## src/verilog/cpu_pkg.sv

```systemverilog
`default_nettype none

package cpu_pkg;

    // Width of the PC, of every address and of an instruction word
    parameter int XLEN = 32;

    // Byte step between two consecutive instruction words
    parameter int INSTR_BYTES = 4;

    parameter logic [XLEN-1:0] RESET_PC = '0;  // First address fetched after reset

    parameter int OPCODE_W = 7;  // Opcode sits in the low bits of the word

    // Major opcode of the jump-and-link instruction
    parameter logic [OPCODE_W-1:0] OP_JAL = 7'b1101111;

endpackage

`default_nettype wire
```

## src/verilog/fetch_top.sv

```systemverilog
`timescale 1ns/1ps
`default_nettype none

module fetch_top #(
    parameter int MEM_WORDS   = 64,
    parameter int MEM_LATENCY = 2
) (
    input  wire                      f_clk,
    input  wire                      f_rst,
    input  wire                      run,
    input  wire                      stall_in,
    input  wire                      load_en,
    input  wire  [cpu_pkg::XLEN-1:0] load_addr,
    input  wire  [cpu_pkg::XLEN-1:0] load_data,
    output logic                     issue_valid,
    output logic [cpu_pkg::XLEN-1:0] issue_instr,
    output logic [cpu_pkg::XLEN-1:0] issue_pc,
    output logic                     stall_out
);
    import cpu_pkg::*;

    // Memory request path
    logic            imem_syn;
    logic [XLEN-1:0] imem_addr;
    logic            imem_ack;
    logic [XLEN-1:0] imem_data;

    logic            redirect;
    logic [XLEN-1:0] redirect_pc;
    logic            flush;

    instruction_fetch u_fetch (
        .f_clk       (f_clk),
        .f_rst       (f_rst),
        .run         (run),
        .imem_ack    (imem_ack),
        .imem_data   (imem_data),
        .stall_in    (stall_in),
        .redirect    (redirect),
        .redirect_pc (redirect_pc),
        .flush       (flush),
        .imem_syn    (imem_syn),
        .imem_addr   (imem_addr),
        .issue_valid (issue_valid),
        .issue_instr (issue_instr),
        .issue_pc    (issue_pc),
        .stall_out   (stall_out)
    );

    instr_memory #(
        .MEM_WORDS   (MEM_WORDS),
        .MEM_LATENCY (MEM_LATENCY)
    ) u_imem (
        .f_clk     (f_clk),
        .f_rst     (f_rst),
        .load_en   (load_en),
        .load_addr (load_addr),
        .load_data (load_data),
        .imem_syn  (imem_syn),
        .imem_addr (imem_addr),
        .imem_ack  (imem_ack),
        .imem_data (imem_data)
    );

    // Sees the same issued words that leave the top level
    jump_resolver u_jump (
        .f_clk       (f_clk),
        .f_rst       (f_rst),
        .issue_valid (issue_valid),
        .issue_instr (issue_instr),
        .issue_pc    (issue_pc),
        .redirect    (redirect),
        .redirect_pc (redirect_pc),
        .flush       (flush)
    );

endmodule

`default_nettype wire

```

## src/verilog/jump_resolver.sv

```systemverilog
`timescale 1ns/1ps
`default_nettype none

module jump_resolver (
    input  wire                      f_clk,
    input  wire                      f_rst,
    input  wire                      issue_valid,
    input  wire  [cpu_pkg::XLEN-1:0] issue_instr,
    input  wire  [cpu_pkg::XLEN-1:0] issue_pc,
    output logic                     redirect,
    output logic [cpu_pkg::XLEN-1:0] redirect_pc,
    output logic                     flush
);
    import cpu_pkg::*;

    logic            jump;     // One strobe drives both redirect and flush
    logic            is_jal;
    logic [XLEN-1:0] target;

    // J-type immediate, sign-extended with bit 0 forced to zero
    function automatic logic [XLEN-1:0] j_imm(input logic [XLEN-1:0] instr);
        return {{(XLEN-20){instr[XLEN-1]}}, instr[19:12], instr[20], instr[30:21], 1'b0};
    endfunction

    assign is_jal = issue_valid && (issue_instr[OPCODE_W-1:0] == OP_JAL);
    assign target = issue_pc + j_imm(issue_instr);

    assign redirect = jump;
    assign flush    = jump;

    always_ff @(posedge f_clk or negedge f_rst) begin
        if (!f_rst) begin
            jump <= 1'b0;
        end else begin
            jump <= is_jal;
        end
    end

    always_ff @(posedge f_clk) begin
        if (is_jal) begin
            redirect_pc <= target;
        end
    end

endmodule

`default_nettype wire

```

## src/verilog/instruction_fetch.sv

```systemverilog
`timescale 1ns/1ps
`default_nettype none

module instruction_fetch (
    input  wire                      f_clk,
    input  wire                      f_rst,
    input  wire                      run,
    input  wire                      imem_ack,
    input  wire  [cpu_pkg::XLEN-1:0] imem_data,
    input  wire                      stall_in,
    input  wire                      redirect,
    input  wire  [cpu_pkg::XLEN-1:0] redirect_pc,
    input  wire                      flush,
    output logic                     imem_syn,
    output logic [cpu_pkg::XLEN-1:0] imem_addr,
    output logic                     issue_valid,
    output logic [cpu_pkg::XLEN-1:0] issue_instr,
    output logic [cpu_pkg::XLEN-1:0] issue_pc,
    output logic                     stall_out
);
    import cpu_pkg::*;

    logic [XLEN-1:0] pc;          // Address of the current or next request
    logic            req;
    logic            absorb;      // An ack for a flushed request is still on its way
    logic            hold_valid;
    logic [XLEN-1:0] hold_instr;
    logic [XLEN-1:0] hold_pc;
    logic            take_ack;
    logic            launch;

    // An ack that lands together with a flush belongs to the old path
    assign take_ack = imem_ack && req && !flush;

    // A new request waits until the previous word has left the stage.
    // This leaves a gap where a redirect from the word just issued can
    // still steer the request that follows.
    assign launch = run && !req && !absorb && !hold_valid;

    assign imem_syn    = req;
    assign imem_addr   = pc;
    assign issue_valid = hold_valid && !stall_in && !flush;
    assign issue_instr = hold_instr;
    assign issue_pc    = hold_pc;
    assign stall_out   = hold_valid && stall_in;  // A fetched word is held back

    always_ff @(posedge f_clk or negedge f_rst) begin
        if (!f_rst) begin
            pc     <= RESET_PC;
            req    <= 1'b0;
            absorb <= 1'b0;
        end else begin
            if (redirect) begin
                pc <= redirect_pc;
            end else if (take_ack) begin
                pc <= pc + XLEN'(INSTR_BYTES);
            end

            if (launch) begin
                req <= 1'b1;
            end else if (imem_ack || flush) begin
                req <= 1'b0;
            end

            // The memory still answers a request that was dropped, so its ack is swallowed
            if (imem_ack) begin
                absorb <= 1'b0;
            end else if (flush && req) begin
                absorb <= 1'b1;
            end
        end
    end

    always_ff @(posedge f_clk or negedge f_rst) begin
        if (!f_rst) begin
            hold_valid <= 1'b0;
        end else if (take_ack) begin
            hold_valid <= 1'b1;
        end else if (flush || issue_valid) begin
            hold_valid <= 1'b0;
        end
    end

    always_ff @(posedge f_clk) begin
        if (take_ack) begin
            hold_instr <= imem_data;
            hold_pc    <= pc;       // pc still points at the acked request here
        end
    end

endmodule

`default_nettype wire

```

## src/verilog/instr_memory.sv

```systemverilog
`timescale 1ns/1ps
`default_nettype none

module instr_memory #(
    parameter int MEM_WORDS   = 64,
    parameter int MEM_LATENCY = 2
) (
    input  wire                      f_clk,
    input  wire                      f_rst,
    input  wire                      load_en,
    input  wire  [cpu_pkg::XLEN-1:0] load_addr,
    input  wire  [cpu_pkg::XLEN-1:0] load_data,
    input  wire                      imem_syn,
    input  wire  [cpu_pkg::XLEN-1:0] imem_addr,
    output logic                     imem_ack,
    output logic [cpu_pkg::XLEN-1:0] imem_data
);
    import cpu_pkg::*;

    localparam int AW = (MEM_WORDS > 1) ? $clog2(MEM_WORDS) : 1;

    logic [XLEN-1:0] mem [MEM_WORDS];
    logic [AW-1:0]   rd_idx;     // Word index of the request being served
    logic [AW-1:0]   rd_sel;
    logic            busy;
    logic [2:0]      cnt;        // Cycles left until the ack
    logic            start;
    logic            ack_next;

    // Byte address to word slot, wrapping at the memory depth
    function automatic logic [AW-1:0] word_index(input logic [XLEN-1:0] addr);
        return AW'((addr / XLEN'(INSTR_BYTES)) % XLEN'(MEM_WORDS));
    endfunction

    // The request is still high in its ack cycle and must not restart the counter
    assign start    = imem_syn && !imem_ack && !busy;
    assign ack_next = busy ? (cnt == 3'd1) : (start && MEM_LATENCY == 1);
    assign rd_sel   = busy ? rd_idx : word_index(imem_addr);

    always_ff @(posedge f_clk) begin
        if (load_en) begin
            mem[word_index(load_addr)] <= load_data;
        end
    end

    always_ff @(posedge f_clk or negedge f_rst) begin
        if (!f_rst) begin
            busy     <= 1'b0;
            cnt      <= 3'd0;
            imem_ack <= 1'b0;
        end else begin
            imem_ack <= ack_next;
            if (busy) begin
                cnt <= cnt - 3'd1;
                if (cnt == 3'd1) begin
                    busy <= 1'b0;
                end
            end else if (start && MEM_LATENCY > 1) begin
                busy <= 1'b1;
                cnt  <= 3'(MEM_LATENCY - 1);
            end
        end
    end

    always_ff @(posedge f_clk) begin
        if (start) begin
            rd_idx <= word_index(imem_addr);  // Later address changes do not affect this read
        end
        if (ack_next) begin
            imem_data <= mem[rd_sel];
        end
    end

endmodule

`default_nettype wire

```

## config.mk

```make
export PLATFORM = sky130hd
export DESIGN_NAME = fetch_top
export DESIGN_NICKNAME = d
export VERILOG_FILES = /design/src/verilog/cpu_pkg.sv /design/src/verilog/fetch_top.sv /design/src/verilog/jump_resolver.sv /design/src/verilog/instruction_fetch.sv /design/src/verilog/instr_memory.sv
export SDC_FILE = /design/constraint.sdc
export NUM_CORES = 2
export LEC_CHECK = 0
export ABC_AREA = 1
export BUFFER_PORTS_ARGS = -buffer_cell sky130_fd_sc_hd__buf_2
export CORE_MARGIN = 5
export CORE_UTILIZATION = 54
export CTS_BUF_LIST = sky130_fd_sc_hd__clkbuf_16
export DETAILED_ROUTE_END_ITERATION = 12
export PLACE_DENSITY = 0.72
export SYNTH_ARGS = -nofsm -noshare
export SYNTH_HDL_FRONTEND = slang
export SYNTH_SLANG_ARGS = --single-unit
```

## constraint.sdc

```tcl
create_clock -name f_clk -period 5.85 [get_ports f_clk]
set_clock_uncertainty 0.15 [all_clocks]
set_input_delay 1.17 -clock f_clk [delete_from_list [all_inputs] [get_ports f_clk]]
set_output_delay 1.17 -clock f_clk [all_outputs]
set_load 0.02 [all_outputs]
```

==> flow_summary_export.csv <==
group,metric,value,unit
run_status,outcome,"finished, final reports clean",
worst_setup_path,crit_buf_inv,3,
worst_setup_path,crit_fanout,84,
cells_and_area,drive_gt1_frac,0.0700,
cells_and_area,multi_input_area,22100,sq um
synthesis,synth_area_leaders,"edfxtp_1 (67%), nand3_1 (11%), nand2_1 (8.5%)",
route,dr.first_iter.drc_count,8684,
floorplanning,die_h,436,um
floorplanning,initial_core_util,0.542,
cts,cts_setup_buffers,0,
cts,clk_latency,860,ps
cts,path_clk_slew,60,ps
pwr,p_total,48.4,mW
worst_setup_path,cp.arrival,5190,ps
worst_setup_path,critical_path.max_stage_delay,800,ps
timing,period_share,0.808,
timing,fmax,212,MHz
synthesis,yosysMostFrequentCell,"nand2_1",
cts,ctsHoldBuffers,0,
global_routing,grt_max_degree,143,
pwr,p_leak,45.5,nW
worst_setup_path,cpMaxStageDelayCell,"buf_4",
floorplanning,core,181000,sq um
cts,h-tree-depth,4,
synthesis,synth_cell_types,39,
synthesis,synth_edf_count,2182,
route,num_vias,68200,
synthesis,ys_seq_area_frac,0.680,
cells_and_area,area_growth_syn_to_layout,10.5,%
synthesis,yosysTopAreaCellShare,0.670,
cells_and_area,final-seq-area,66500,sq um
placement,dp_hpwl,150,mm
timing,setup-tns-final,0,ps
timing,hold_violations,0,
synthesis,synth_nets,9539,
worst_setup_path,cp-end-kind,"flop",
timing,slew_headroom,0.163,
cts,cts_tree,"done",
synthesis,syn_avg_cell_area,10.4,sq um
timing,worstMarginPinSlew,1260,ps
worst_setup_path,cp_data_required_time,6310,ps
worst_setup_path,cpMostUsedCell,"nand3_1",
placement,placed_cells_incl_taps,11600,
worst_setup_path,path_delay_family,"simple AND/OR/NAND/NOR gates",
synthesis,synth_commonest_cells,"nand2_1 (2,218), edfxtp_1 (2,182), nand3_1 (2,175)",
floorplanning,num_rows,156,
cts,cts_buffers,214,
timing,drv_slew,0,
synthesis,synthArstFlopShare,0.0184,
route,drt-wirelength-per-cell,22.5,um
placement,place.gp.congestion,0.903,
cts,clockBufferDepth,3,
synthesis,syn-cell-area,97800,sq um
floorplanning,die_area,190000,sq um
floorplanning,ios,135,
route,first_pass_iters,9,
route,via_per_inst,5.67,
synthesis,synthCells,9436,
synthesis,ys.warnings.count,0,
synthesis,ys_ff_latch,2223,
pwr,peakVddDrop,0.471,mV
synthesis,ys_dominant_reg_cell,"edfxtp_1",
global_routing,grt-ovfl-total,0,
worst_setup_path,start_kind,"flop",
run,max-cap-violations,0,
worst_setup_path,path_class,"reg2reg",
cells_and_area,fin_cells,12000,
global_routing,grt_usage,0.281,
timing,rsz0062_at_grt,"no",
timing,setup_viol,0,
global_routing,grt_pass1_vias,65700,
pwr,p_per_area,447,nW/um^2
cts,root_buffer,"clkbuf_16",
placement,port_buffers,108,
global_routing,grt_pass1_wl,403,mm
route,post-route-drc-count,0,
min_path,min_path_type,"reg2reg",
cells_and_area,nets,9583,
route,ant_nets,0,
cells_and_area,num-fill-cells,13900,
cts,cts_sinks,2223,
worst_setup_path,crit_chain,"inv_2 > nand2_4 > nand2_8 > buf_4 > buf_4 > nand2_1 > nand3_1 > nand3_1 > nand3_1 > nand3_1 > nand3_1 > nand2_1",
synthesis,yosys.area.top_type,"edfxtp_1",
global_routing,antenna_found_initial,24,
floorplanning,die_width,436,um
timing,period_needed,4720,ps
route,drt_wl_total,271,mm
cts,cts_resized,0,
==> kinds of logic (layout without fill, tap and decap cells) <==
| group | count (synthesis) | count (layout) | share of synthesized area |
|---|---|---|---|
| simple gates | 4584 | 4584 | 0.205 |
| xor+xnor | 41 | 41 | 0.00367 |
| fa+ha+maj | 34 | 34 | 0.00443 |
| compound gates | 116 | 116 | 0.00682 |
| flops | 2223 | 2223 | 0.680 |
| other cells | 0 | 7 | 0 |
| buf+inv | 2438 | 2656 | 0.0997 |
==> worst paths after layout <==
kind                                                      from                                end  cells past startpoint  slack, ps
min in group asynchronous                                f_rst     u_fetch.hold_valid$_DFFE_PN0P_                      1        320
worst max register to register           u_imem.busy$_DFF_PN0_     u_imem.imem_data[30]$_DFFE_PP_                     12       1130
max in group asynchronous                                f_rst              u_imem.busy$_DFF_PN0_                      1       4600
worst min register to register  u_imem.imem_data[22]$_DFFE_PP_  u_fetch.issue_instr[22]$_DFFE_PP_                      0        260
worst min-delay path            u_imem.imem_data[22]$_DFFE_PP_  u_fetch.issue_instr[22]$_DFFE_PP_                      0        260
worst max-delay path                     u_imem.busy$_DFF_PN0_     u_imem.imem_data[30]$_DFFE_PP_                     12       1130
==> through the flow <==
stage               hold WS [ps]   util  instance area, sq um  setup WS, ps
finish                       259  0.599                108000          1130
detailed placement           255  0.562                101000          1230
global route                 274  0.599                108000           891
global placement             251  0.562                101000          1250
floorplan                    250      -                 97800           400
CTS                          248  0.599                108000          1180
==> cells in the final DEF (no fill, tap or decap), types with 10 or more instances in the layout <==
cell type  instances
nand2_1         2216
edfxtp_1        2182
nand3_1         2175
inv_1           2002
clkbuf_16        216
buf_4            158
buf_2            108
nor2_1            77
nor2_4            59
clkinv_1          57
a21oi_1           52
clkinv_2          41
dfrtp_1           41
buf_12            40
xor2_1            33
ha_1              33
o21ai_0           30
nor3_1            19
nand4_1           18
bufinv_16         13
o211ai_1          10
==> power breakdown <==
part	leakage, nW	switching [mW]	total (mW)	internal [mW]
logic	21.9	12.1	16.6	4.59
registers	20.2	0.437	18.6	18.2
clock network	3.42	5.88	13.1	7.23
total	45.5	18.4	48.4	30.0
==> area by class of cell <==
class / instances / area share
inverters: 1960 / 0.0682
well taps: 2370 / 0.0274
flip-flops and latches: 2223 / 0.616
diodes: 7 / 0.000162
repair buffers: 306 / 0.0234
multi-input cells: 4775 / 0.204
clock buffers: 216 / 0.0500
clock inverters: 174 / 0.0108
==> worst reg2reg max path, cell delays in order (launching register included) <==
cell and delay [ps]:
dfrtp_1 710, inv_2 270, nand2_4 470, nand2_8 490, buf_4 810, buf_4 650
nand2_1 130, nand3_1 120, nand3_1 100, nand3_1 140, nand3_1 110, nand3_1 260
nand2_1 90
==> registers in the layout, summed over array words and instances (netlist names), 3 cells and up <==
register,flops
u_imem.imem_data,32
u_fetch.issue_instr,32
u_imem.cnt,3
u_imem.rd_idx,6
u_imem.mem,2048
u_fetch.issue_pc,32
u_fetch.imem_addr,32
u_jump.redirect_pc,32
==> routing by layer <==
layer | up-vias | part of all wire | global-route usage
li1 | 30900 | - | -
met1 | 32600 | 0.37 | 0.366
met2 | 3958 | 0.47 | 0.454
met3 | 728 | 0.11 | 0.0506
met4 | 14 | 0.056 | 0.146
met5 | - | 0.00038 | 0
(Power assumes the default switching activity.)
